### src/verilog/stretch_reflex_consts.svh
`ifndef STRETCH_REFLEX_CONSTS_SVH
`define STRETCH_REFLEX_CONSTS_SVH

// datapath widths
`define SR_WORD_W         16    // host wire and waveform sample
`define SR_PARAM_W        32    // one parameter word, {wire_hi, wire_lo}
`define SR_PIPE_DEPTH     64    // waveform entries
`define SR_V_W            18    // signed neuron potential

// bit numbers on the host trigger bus
`define SR_TRIG_COEF_IA   1
`define SR_TRIG_COEF_II   2
`define SR_TRIG_THRESH    4
`define SR_TRIG_LEAK      5
`define SR_TRIG_GAIN_MN   6
`define SR_TRIG_PERIOD    7
`define SR_TRIG_CNT_CLEAR 8

// parameter values after reset_global
`define SR_PERIOD_DEF     32
`define SR_COEF_IA_DEF    256
`define SR_COEF_II_DEF    128
`define SR_GAIN_MN_DEF    4096
`define SR_THRESH_DEF     16384
`define SR_LEAK_DEF       3

// shortest step, long enough for a full neuron pass
`define SR_PERIOD_MIN     16

`endif

### src/verilog/stretch_reflex_pkg.sv
`default_nettype none

`include "stretch_reflex_consts.svh"

package stretch_reflex_pkg;

    // processing order, doubles as the state memory address
    typedef enum logic [1:0]
    {
        NEU_IA = 2'd0,
        NEU_II = 2'd1,
        NEU_MN = 2'd2
    } neuron_id_t;

    // sequencer phases
    typedef enum logic [2:0]
    {
        IDLE   = 3'd0,
        READ   = 3'd1,
        UPDATE = 3'd2,
        WRITE  = 3'd3,
        DONE   = 3'd4
    } seq_state_t;

    // host loaded model parameters
    typedef struct packed
    {
        logic [`SR_PARAM_W-1:0] period;     // cycles per step
        logic [`SR_PARAM_W-1:0] coef_ia;    // sample gain into Ia, 8 fraction bits
        logic [`SR_PARAM_W-1:0] coef_ii;    // sample gain into II, 8 fraction bits
        logic [`SR_PARAM_W-1:0] gain_mn;    // Ia spike to MN drive
        logic [`SR_PARAM_W-1:0] threshold;
        logic [`SR_PARAM_W-1:0] leak_shift;
    } param_bank_t;

endpackage

`default_nettype wire

### src/verilog/neuron_if.sv
`timescale 1ns/1ps
`default_nettype none

// sequencer to neuron core control bundle
interface neuron_if;
    import stretch_reflex_pkg::*;

    neuron_id_t neuron_id;   // which neuron is in flight
    seq_state_t phase;       // read / update / write / done
    logic       busy;        // pass in progress
    logic       step_done;   // one cycle, end of pass

    modport seq
    (
        output neuron_id,
        output phase,
        output busy,
        output step_done
    );

    modport core
    (
        input neuron_id,
        input phase,
        input busy,
        input step_done
    );

endinterface

`default_nettype wire

### src/verilog/neuron_core.sv
`timescale 1ns/1ps
`default_nettype none

`include "stretch_reflex_consts.svh"

module neuron_core
(
    input  wire                             ep50trig,
    input  wire                             reset_global,
    input  wire                             i_sim_reset,
    input  wire                             i_cnt_clear,
    input  wire [`SR_WORD_W-1:0]            i_sample,
    input  stretch_reflex_pkg::param_bank_t i_params,
    neuron_if.core                          nif,
    output logic                            o_ia_spike,
    output logic                            o_ii_spike,
    output logic                            o_mn_spike,
    output logic [`SR_PARAM_W-1:0]          o_mn_count,
    output logic                            o_step_valid
);
    import stretch_reflex_pkg::*;

    localparam int ACC_W  = 52;             // product plus headroom
    localparam int PROD_W = `SR_WORD_W + `SR_PARAM_W;

    logic signed [`SR_V_W-1:0] v_mem [0:2];
    logic signed [`SR_V_W-1:0] v_rd;
    logic signed [`SR_V_W-1:0] v_new_q;
    logic signed [`SR_V_W-1:0] v_sat;
    logic [2:0]                spk_pass;    // this pass, indexed by neuron_id
    logic [PROD_W-1:0]         prod_ia;
    logic [PROD_W-1:0]         prod_ii;
    logic [ACC_W-1:0]          drive;
    logic signed [ACC_W-1:0]   v_ext;
    logic signed [ACC_W-1:0]   acc;
    logic signed [ACC_W-1:0]   thresh_ext;
    logic                      spike;
    logic                      rd_en;
    logic                      upd_en;
    logic                      wr_en;

    assign rd_en  = nif.busy && (nif.phase == READ);
    assign upd_en = nif.busy && (nif.phase == UPDATE);
    assign wr_en  = nif.busy && (nif.phase == WRITE);

    ////////////////////////////////////////////////////////////
    // update datapath
    ////////////////////////////////////////////////////////////
    assign prod_ia = i_sample * i_params.coef_ia;
    assign prod_ii = i_sample * i_params.coef_ii;

    always_comb
    begin
        case (nif.neuron_id)
            NEU_IA:  drive = ACC_W'(prod_ia >> 8);
            NEU_II:  drive = ACC_W'(prod_ii >> 8);
            NEU_MN:  drive = spk_pass[NEU_IA] ? ACC_W'(i_params.gain_mn) : '0;
            default: drive = '0;
        endcase
    end

    assign v_ext = {{(ACC_W-`SR_V_W){v_rd[`SR_V_W-1]}}, v_rd};
    assign acc   = v_ext - (v_ext >>> i_params.leak_shift) + $signed(drive);

    // clamp to the signed potential range
    always_comb
    begin
        if (acc[ACC_W-1:`SR_V_W-1] == '0 || acc[ACC_W-1:`SR_V_W-1] == '1)
            v_sat = acc[`SR_V_W-1:0];
        else if (acc[ACC_W-1])
            v_sat = {1'b1, {(`SR_V_W-1){1'b0}}};
        else
            v_sat = {1'b0, {(`SR_V_W-1){1'b1}}};
    end

    assign thresh_ext = $signed({{(ACC_W-`SR_PARAM_W){1'b0}}, i_params.threshold});
    assign spike      = ($signed({{(ACC_W-`SR_V_W){v_sat[`SR_V_W-1]}}, v_sat}) >= thresh_ext);

    always_ff @(posedge ep50trig)
    begin
        if (rd_en)
            v_rd <= v_mem[nif.neuron_id];
        if (upd_en)
            v_new_q <= spike ? '0 : v_sat;  // fire and reset to rest
    end

    // potential memory and per-pass spike flags
    always_ff @(posedge ep50trig)
    begin
        if (reset_global || i_sim_reset)
        begin
            v_mem[NEU_IA] <= '0;
            v_mem[NEU_II] <= '0;
            v_mem[NEU_MN] <= '0;
            spk_pass      <= '0;
        end
        else
        begin
            if (upd_en)
                spk_pass[nif.neuron_id] <= spike;
            if (wr_en)
                v_mem[nif.neuron_id] <= v_new_q;
        end
    end

    ////////////////////////////////////////////////////////////
    // step results
    ////////////////////////////////////////////////////////////
    always_ff @(posedge ep50trig)
    begin
        if (reset_global)
        begin
            o_ia_spike   <= 1'b0;
            o_ii_spike   <= 1'b0;
            o_mn_spike   <= 1'b0;
            o_mn_count   <= '0;
            o_step_valid <= 1'b0;
        end
        else
        begin
            o_step_valid <= nif.step_done;  // lines up with the new flags
            if (i_sim_reset)
            begin
                o_ia_spike <= 1'b0;
                o_ii_spike <= 1'b0;
                o_mn_spike <= 1'b0;
            end
            else if (nif.step_done)
            begin
                o_ia_spike <= spk_pass[NEU_IA];
                o_ii_spike <= spk_pass[NEU_II];
                o_mn_spike <= spk_pass[NEU_MN];
            end
            if (i_cnt_clear)
                o_mn_count <= '0;
            else if (nif.step_done && spk_pass[NEU_MN])
                o_mn_count <= o_mn_count + 1'b1;
        end
    end

endmodule

`default_nettype wire

### src/verilog/neuron_seq.sv
`timescale 1ns/1ps
`default_nettype none

module neuron_seq
(
    input  wire     ep50trig,
    input  wire     reset_global,
    input  wire     i_sim_reset,
    input  wire     i_step,
    neuron_if.seq   nif
);
    import stretch_reflex_pkg::*;

    seq_state_t state;
    neuron_id_t nid;
    logic       step_q;     // lets the new sample settle first

    always_ff @(posedge ep50trig)
    begin
        if (reset_global || i_sim_reset)
        begin
            step_q <= 1'b0;
            state  <= IDLE;
            nid    <= NEU_IA;
        end
        else
        begin
            step_q <= i_step;
            case (state)
                IDLE:
                begin
                    if (step_q)
                    begin
                        state <= READ;
                        nid   <= NEU_IA;
                    end
                end
                READ:   state <= UPDATE;
                UPDATE: state <= WRITE;
                WRITE:
                begin
                    if (nid == NEU_MN)
                        state <= DONE;
                    else
                    begin
                        state <= READ;
                        nid   <= neuron_id_t'(nid + 1'b1);  // Ia, II, MN
                    end
                end
                DONE:    state <= IDLE;
                default: state <= IDLE;
            endcase
        end
    end

    assign nif.neuron_id = nid;
    assign nif.phase     = state;
    assign nif.busy      = (state == READ) || (state == UPDATE) || (state == WRITE);
    assign nif.step_done = (state == DONE);

endmodule

`default_nettype wire

### src/verilog/param_regs.sv
`timescale 1ns/1ps
`default_nettype none

`include "stretch_reflex_consts.svh"

module param_regs
(
    input  wire                            ep50trig,
    input  wire                            reset_global,
    input  wire [15:0]                     i_trig,
    input  wire [`SR_WORD_W-1:0]           i_wire_lo,
    input  wire [`SR_WORD_W-1:0]           i_wire_hi,
    output stretch_reflex_pkg::param_bank_t o_params
);
    import stretch_reflex_pkg::*;

    logic [`SR_PARAM_W-1:0] host_word;

    assign host_word = {i_wire_hi, i_wire_lo};  // 32-bit word from two wires

    ////////////////////////////////////////////////////////////
    // one register per trigger bit
    ////////////////////////////////////////////////////////////
    always_ff @(posedge ep50trig)
    begin
        if (reset_global)
        begin
            o_params.period     <= `SR_PARAM_W'(`SR_PERIOD_DEF);
            o_params.coef_ia    <= `SR_PARAM_W'(`SR_COEF_IA_DEF);
            o_params.coef_ii    <= `SR_PARAM_W'(`SR_COEF_II_DEF);
            o_params.gain_mn    <= `SR_PARAM_W'(`SR_GAIN_MN_DEF);
            o_params.threshold  <= `SR_PARAM_W'(`SR_THRESH_DEF);
            o_params.leak_shift <= `SR_PARAM_W'(`SR_LEAK_DEF);
        end
        else
        begin
            if (i_trig[`SR_TRIG_PERIOD])
                o_params.period <= host_word;
            if (i_trig[`SR_TRIG_COEF_IA])
                o_params.coef_ia <= host_word;
            if (i_trig[`SR_TRIG_COEF_II])
                o_params.coef_ii <= host_word;
            if (i_trig[`SR_TRIG_GAIN_MN])
                o_params.gain_mn <= host_word;
            if (i_trig[`SR_TRIG_THRESH])
                o_params.threshold <= host_word;
            if (i_trig[`SR_TRIG_LEAK])
                o_params.leak_shift <= host_word;   // shift count, not a ratio
        end
    end

endmodule

`default_nettype wire

### src/verilog/step_timer.sv
`timescale 1ns/1ps
`default_nettype none

`include "stretch_reflex_consts.svh"

module step_timer
(
    input  wire                   ep50trig,
    input  wire                   reset_global,
    input  wire                   i_sim_reset,
    input  wire [`SR_PARAM_W-1:0] i_period,
    output logic                  o_step
);

    logic [`SR_PARAM_W-1:0] period_eff;
    logic [`SR_PARAM_W-1:0] cnt;

    // floor keeps a full neuron pass inside one step
    assign period_eff = (i_period < `SR_PARAM_W'(`SR_PERIOD_MIN)) ?
                        `SR_PARAM_W'(`SR_PERIOD_MIN) : i_period;

    always_ff @(posedge ep50trig)
    begin
        if (reset_global || i_sim_reset)
        begin
            cnt    <= period_eff - 1'b1;
            o_step <= 1'b0;
        end
        else if (cnt == '0)
        begin
            cnt    <= period_eff - 1'b1;  // new period applies from here
            o_step <= 1'b1;
        end
        else
        begin
            cnt    <= cnt - 1'b1;
            o_step <= 1'b0;
        end
    end

endmodule

`default_nettype wire

### src/verilog/stretch_reflex_top.sv
`timescale 1ns/1ps
`default_nettype none

`include "stretch_reflex_consts.svh"

module stretch_reflex_top
(
    input  wire                    ep50trig,
    input  wire                    reset_global,
    input  wire                    i_sim_reset,
    input  wire [15:0]             i_trig,
    input  wire [`SR_WORD_W-1:0]   i_wire_lo,
    input  wire [`SR_WORD_W-1:0]   i_wire_hi,
    input  wire                    i_pipe_write,
    input  wire [`SR_WORD_W-1:0]   i_pipe_data,
    output wire [`SR_WORD_W-1:0]   o_sample,
    output wire                    o_feed_done,
    output wire                    o_step_valid,
    output wire                    o_ia_spike,
    output wire                    o_ii_spike,
    output wire                    o_mn_spike,
    output wire [`SR_PARAM_W-1:0]  o_mn_count
);
    import stretch_reflex_pkg::*;

    param_bank_t params;
    logic        step;

    neuron_if nif ();

    param_regs u_param_regs
    (
        .ep50trig     (ep50trig),
        .reset_global (reset_global),
        .i_trig       (i_trig),
        .i_wire_lo    (i_wire_lo),
        .i_wire_hi    (i_wire_hi),
        .o_params     (params)
    );

    step_timer u_step_timer
    (
        .ep50trig     (ep50trig),
        .reset_global (reset_global),
        .i_sim_reset  (i_sim_reset),
        .i_period     (params.period),
        .o_step       (step)
    );

    waveform_buffer u_waveform_buffer
    (
        .ep50trig     (ep50trig),
        .reset_global (reset_global),
        .i_sim_reset  (i_sim_reset),
        .i_pipe_write (i_pipe_write),
        .i_pipe_data  (i_pipe_data),
        .i_step       (step),
        .o_sample     (o_sample),
        .o_feed_done  (o_feed_done)
    );

    neuron_seq u_neuron_seq
    (
        .ep50trig     (ep50trig),
        .reset_global (reset_global),
        .i_sim_reset  (i_sim_reset),
        .i_step       (step),
        .nif          (nif.seq)
    );

    neuron_core u_neuron_core
    (
        .ep50trig     (ep50trig),
        .reset_global (reset_global),
        .i_sim_reset  (i_sim_reset),
        .i_cnt_clear  (i_trig[`SR_TRIG_CNT_CLEAR]),   // straight from the host
        .i_sample     (o_sample),
        .i_params     (params),
        .nif          (nif.core),
        .o_ia_spike   (o_ia_spike),
        .o_ii_spike   (o_ii_spike),
        .o_mn_spike   (o_mn_spike),
        .o_mn_count   (o_mn_count),
        .o_step_valid (o_step_valid)
    );

endmodule

`default_nettype wire

### src/verilog/waveform_buffer.sv
`timescale 1ns/1ps
`default_nettype none

`include "stretch_reflex_consts.svh"

module waveform_buffer
(
    input  wire                   ep50trig,
    input  wire                   reset_global,
    input  wire                   i_sim_reset,
    input  wire                   i_pipe_write,
    input  wire [`SR_WORD_W-1:0]  i_pipe_data,
    input  wire                   i_step,
    output logic [`SR_WORD_W-1:0] o_sample,
    output logic                  o_feed_done
);

    localparam int PTR_W = $clog2(`SR_PIPE_DEPTH);
    localparam int CNT_W = PTR_W + 1;       // room for a full buffer count

    logic [`SR_WORD_W-1:0] mem [0:`SR_PIPE_DEPTH-1];
    logic [CNT_W-1:0]      wr_ptr;
    logic [CNT_W-1:0]      len;             // entries played per lap
    logic [PTR_W-1:0]      rd_ptr;
    logic                  wr_en;

    assign wr_en = i_pipe_write && (wr_ptr < CNT_W'(`SR_PIPE_DEPTH));

    always_ff @(posedge ep50trig)
    begin
        if (wr_en)
            mem[wr_ptr[PTR_W-1:0]] <= i_pipe_data;
    end

    ////////////////////////////////////////////////////////////
    // host side fill
    ////////////////////////////////////////////////////////////
    always_ff @(posedge ep50trig)
    begin
        if (reset_global)
        begin
            wr_ptr      <= '0;
            len         <= '0;
            o_feed_done <= 1'b0;
        end
        else
        begin
            if (wr_en)
                wr_ptr <= wr_ptr + 1'b1;   // extra writes past depth dropped
            if (!i_pipe_write && wr_ptr != '0)
            begin
                o_feed_done <= 1'b1;
                len         <= wr_ptr;
            end
        end
    end

    ////////////////////////////////////////////////////////////
    // playback, one sample per step
    ////////////////////////////////////////////////////////////
    always_ff @(posedge ep50trig)
    begin
        if (reset_global || i_sim_reset)
        begin
            rd_ptr   <= '0;
            o_sample <= '0;
        end
        else if (i_step && o_feed_done)
        begin
            o_sample <= mem[rd_ptr];
            if ({1'b0, rd_ptr} == len - 1'b1)
                rd_ptr <= '0;               // lap done
            else
                rd_ptr <= rd_ptr + 1'b1;
        end
    end

endmodule

`default_nettype wire
### config.mk
export PLATFORM = sky130hd
export DESIGN_NAME = stretch_reflex_top
export DESIGN_NICKNAME = d
export VERILOG_FILES = /design/src/verilog/stretch_reflex_pkg.sv /design/src/verilog/neuron_if.sv /design/src/verilog/neuron_core.sv /design/src/verilog/neuron_seq.sv /design/src/verilog/param_regs.sv /design/src/verilog/step_timer.sv /design/src/verilog/stretch_reflex_top.sv /design/src/verilog/waveform_buffer.sv
export VERILOG_INCLUDE_DIRS = /design/src /design/src/verilog
export SDC_FILE = /design/constraint.sdc
export NUM_CORES = 2
export LEC_CHECK = 0
export BUFFER_PORTS_ARGS = -buffer_cell sky130_fd_sc_hd__buf_4
export CELL_PAD_IN_SITES_DETAIL_PLACEMENT = 1
export CELL_PAD_IN_SITES_GLOBAL_PLACEMENT = 2
export CORE_ASPECT_RATIO = 1.75
export CORE_MARGIN = 4
export CORE_UTILIZATION = 30
export DETAILED_ROUTE_END_ITERATION = 10
export MAX_ROUTING_LAYER = met4
export PLACE_DENSITY = 0.63
export SYNTH_ARGS = -nofsm -noshare
export SYNTH_HDL_FRONTEND = slang
export SYNTH_SLANG_ARGS = --single-unit
### constraint.sdc
create_clock -name ep50trig -period 20.8 [get_ports ep50trig]
set_input_delay 6.24 -clock ep50trig [delete_from_list [all_inputs] [get_ports ep50trig]]
set_output_delay 6.24 -clock ep50trig [all_outputs]
set_load 0.1 [all_outputs]
==> flow_metrics.env <==
export IMPL_grt_setup_unrepaired="false"
export IMPL_path_buf_inv=8
export IMPL_cts_sinks=1439
export IMPL_leakage_nw=41.15
export IMPL_critical_path_class="flip-flop to flip-flop"
export IMPL_async_flop_share=0
export IMPL_areaGrowthSynthToFinish_pct=11.29
export IMPL_via_per_inst=4.938
export IMPL_worst_setup_path_end_kind="flip-flop"
export IMPL_initial_utilization=0.3018
export IMPL_first_iter_violations=3165
export IMPL_final_util=0.3359
export IMPL_powerDensity_nw_per_um2=60.40
export IMPL_die_x_um=429.8
export IMPL_crit_family="compound AO/OA/AOI/OAI gates"
export IMPL_dp_slack_ns=3.476
export IMPL_cts_inserted_buffers=155
export IMPL_ys_flop_type="edfxtp_1"
export IMPL_crit_required_ns=21.40
export IMPL_fmax_ghz=0.05750
export IMPL_power_mw=6.278
export IMPL_tns_ns=0
export IMPL_postCtsSetupBuffers=0
export IMPL_ant_nets=0
export IMPL_multiInputGateArea_um2=47740
export IMPL_fp_row_count=270
export IMPL_layout_cells_non_filler=11830
export IMPL_num_io_pins=121
export IMPL_hold_buffers=0
export IMPL_max_cap_violations=0
export IMPL_cp_start_kind="flip-flop"
export IMPL_routed_wl_mm=307.9
export IMPL_cts_tree="yes"
export IMPL_finalHoldViolCount=0
export IMPL_seq_area_um2=40170
export IMPL_port_buffers=111
export IMPL_worst_pin_slew_ns=1.164
export IMPL_status="completed"
export IMPL_ys_ff_latch=1439
export IMPL_synth_seq_area_share=0.4298
export IMPL_synth_area_um2=93390
export IMPL_grt_pass1_vias=66860
export IMPL_worst_slack_ns=3.409
export IMPL_yosysWarnings=0
export IMPL_irDropWorstVdd_mv=0.06993
export IMPL_syn_mean_instance_area_um2=12.23
export IMPL_mostFrequentLayoutCells="edfxtp_1, inv_1, nand2_1"
export IMPL_slowest_stage="dfxtp_2"
export IMPL_cts_path_max_buffers=4
export IMPL_wl_per_cell_um=26.03
export IMPL_slew_headroom=0.2230
export IMPL_fin_worst_skew_ns=0.08371
export IMPL_dieArea_um2=320600
export IMPL_grt_ovfl_total=0
export IMPL_core_um2=309400
export IMPL_post_route_period_util=0.8361
export IMPL_htree_levels=4
export IMPL_grt_antenna_before_repair=13
export IMPL_cts_root_buffer="clkbuf_16"
export IMPL_die_h_um=746.1
export IMPL_synthCells=7637
export IMPL_grt_max_degree=98
export IMPL_post_cts_resized=0
export IMPL_layout_drive_gt1_share=0.1243
export IMPL_final_max_slew_violation_count=0
export IMPL_hp_class="flip-flop to flip-flop"
export IMPL_cp_common_cell="fa_1"
export IMPL_drtPass1Iterations=5
export IMPL_final_nets=8918
export IMPL_insertion_delay_ns=0.87
export IMPL_max_stage_delay_ns=0.93
export IMPL_yosysUniqueCellTypes=82
export IMPL_gp_congestion=0.8457
export IMPL_synth_fp_nets=8923
export IMPL_clkTransAtPathRegs_ns=0.06
export IMPL_hpwl_mm=219.0
export IMPL_drc=0
export IMPL_grt_use_total=0.1985
export IMPL_synth_edff_count=1132
export IMPL_final_common_cell="edfxtp_1"
export IMPL_worst_ep_arrival_time_ns=18.00
export IMPL_placed_cells=11560
export IMPL_nFillCells=33470
export IMPL_via_count=58410
export IMPL_grt_pass1_wl_mm=455.1
export IMPL_min_period_ns=17.39
export IMPL_path_max_fanout=37
export IMPL_setup_viol=0
-- worst register-to-register path, delay by kind of cell (launching register included) --
family | cells | cell delay (ns)
AOI/OAI and AO/OA | 18 | 5.20
xor gates and xnor gates | 1 | 0.78
adders and majority gates | 10 | 4.45
buffers and inverters | 8 | 2.04
DFF | 1 | 0.93
muxes | 2 | 0.76
and+or+nand+nor | 14 | 3.01
-- cells in the mapped netlist, drive strengths merged (205+ instances only) --
library cell  count  area share
dfxtp           307       0.066
edfxtp         1132        0.36
nand2           907       0.036
ha              367       0.049
and2            351       0.024
fa              851        0.18
mux4            363       0.088
mux2i           237       0.025
inv            1032       0.041
nor2            471       0.019
clkbuf          363       0.015
a21oi           205       0.011
-- registers in the layout, indices dropped and copies added (netlist names) --
name,cells
u_neuron_core.o_mn_count,32
u_neuron_core.o_mn_spike,1
u_neuron_core.spk_pass,3
u_step_timer.o_step,1
u_neuron_core.o_ii_spike,1
u_waveform_buffer.len,7
u_neuron_core.o_ia_spike,1
u_param_regs.o_params,192
u_waveform_buffer.wr_ptr,7
u_neuron_seq.nif.phase,3
u_neuron_seq.step_q,1
u_neuron_core.v_new_q,18
u_neuron_core.o_step_valid,1
u_waveform_buffer.o_sample,16
u_neuron_seq.nif.neuron_id,2
u_neuron_core.v_mem,72
u_waveform_buffer.o_feed_done,1
u_waveform_buffer.rd_ptr,6
u_step_timer.cnt,32
u_neuron_core.v_rd,18
u_waveform_buffer.mem,1024
-- final timing paths --
kind                                          startpoint                                           to  slack, ns  depth (start not counted)
max reg2reg   u_waveform_buffer.o_sample[2]$_SDFFE_PP0P_       u_neuron_core.v_new_q[2]$_SDFFCE_PP0P_       3.41                         53
max           u_waveform_buffer.o_sample[2]$_SDFFE_PP0P_       u_neuron_core.v_new_q[2]$_SDFFCE_PP0P_       3.41                         53
min          u_waveform_buffer.o_sample[14]$_SDFFE_PP0P_  u_waveform_buffer.o_sample[14]$_SDFFE_PP0P_       0.46                          2
min reg2reg  u_waveform_buffer.o_sample[14]$_SDFFE_PP0P_  u_waveform_buffer.o_sample[14]$_SDFFE_PP0P_       0.46                          2
-- report_power, final --
group / switching, mW / internal, mW / total, mW
logic: 0.212 / 0.0907 / 0.303
registers: 0.0555 / 3.14 / 3.19
clock network: 1.18 / 1.61 / 2.78
total: 1.45 / 4.83 / 6.28
-- per-layer routing --
layer | track usage | vias up | part of all wire
met2 | 0.3880 | 940 | 0.58
met5 | - | - | 0
met4 | 0.08699 | 0 | 0.050
met1 | 0.1959 | 31310 | 0.34
li1 | - | 25720 | -
met3 | 0.02050 | 438 | 0.028
-- stage by stage --
stage / hold slack, ns / cell area, µm²
2_1_floorplan: 0.4369 / 93390
3_3_place_gp: 0.4503 / 98960
3_5_place_dp: 0.4505 / 98960
4_1_cts: 0.4592 / 103900
5_1_grt: 0.4766 / 103900
6_report: 0.4561 / 103900
-- logic make-up after synthesis --
group / count (synthesis) / share of synthesized area
xor gates and xnor gates: 220 / 0.02063
muxes: 617 / 0.1154
adders and majority gates: 1218 / 0.2316
buffers and inverters: 1465 / 0.05947
AOI/OAI and AO/OA: 552 / 0.03745
and+or+nand+nor: 2126 / 0.1057
DFF: 1439 / 0.4298
-- cell type report --
cell class,count,share of cell area
multi-input combinational,4733,0.4594
tap,4080,0.04912
clock inverter,74,0.008102
sequential,1439,0.3865
inverter,1032,0.03727
antenna,9,0.0002167
timing repair buffer,271,0.01988
clock buffer,191,0.03952
Power figures use the tool's default switching activity.
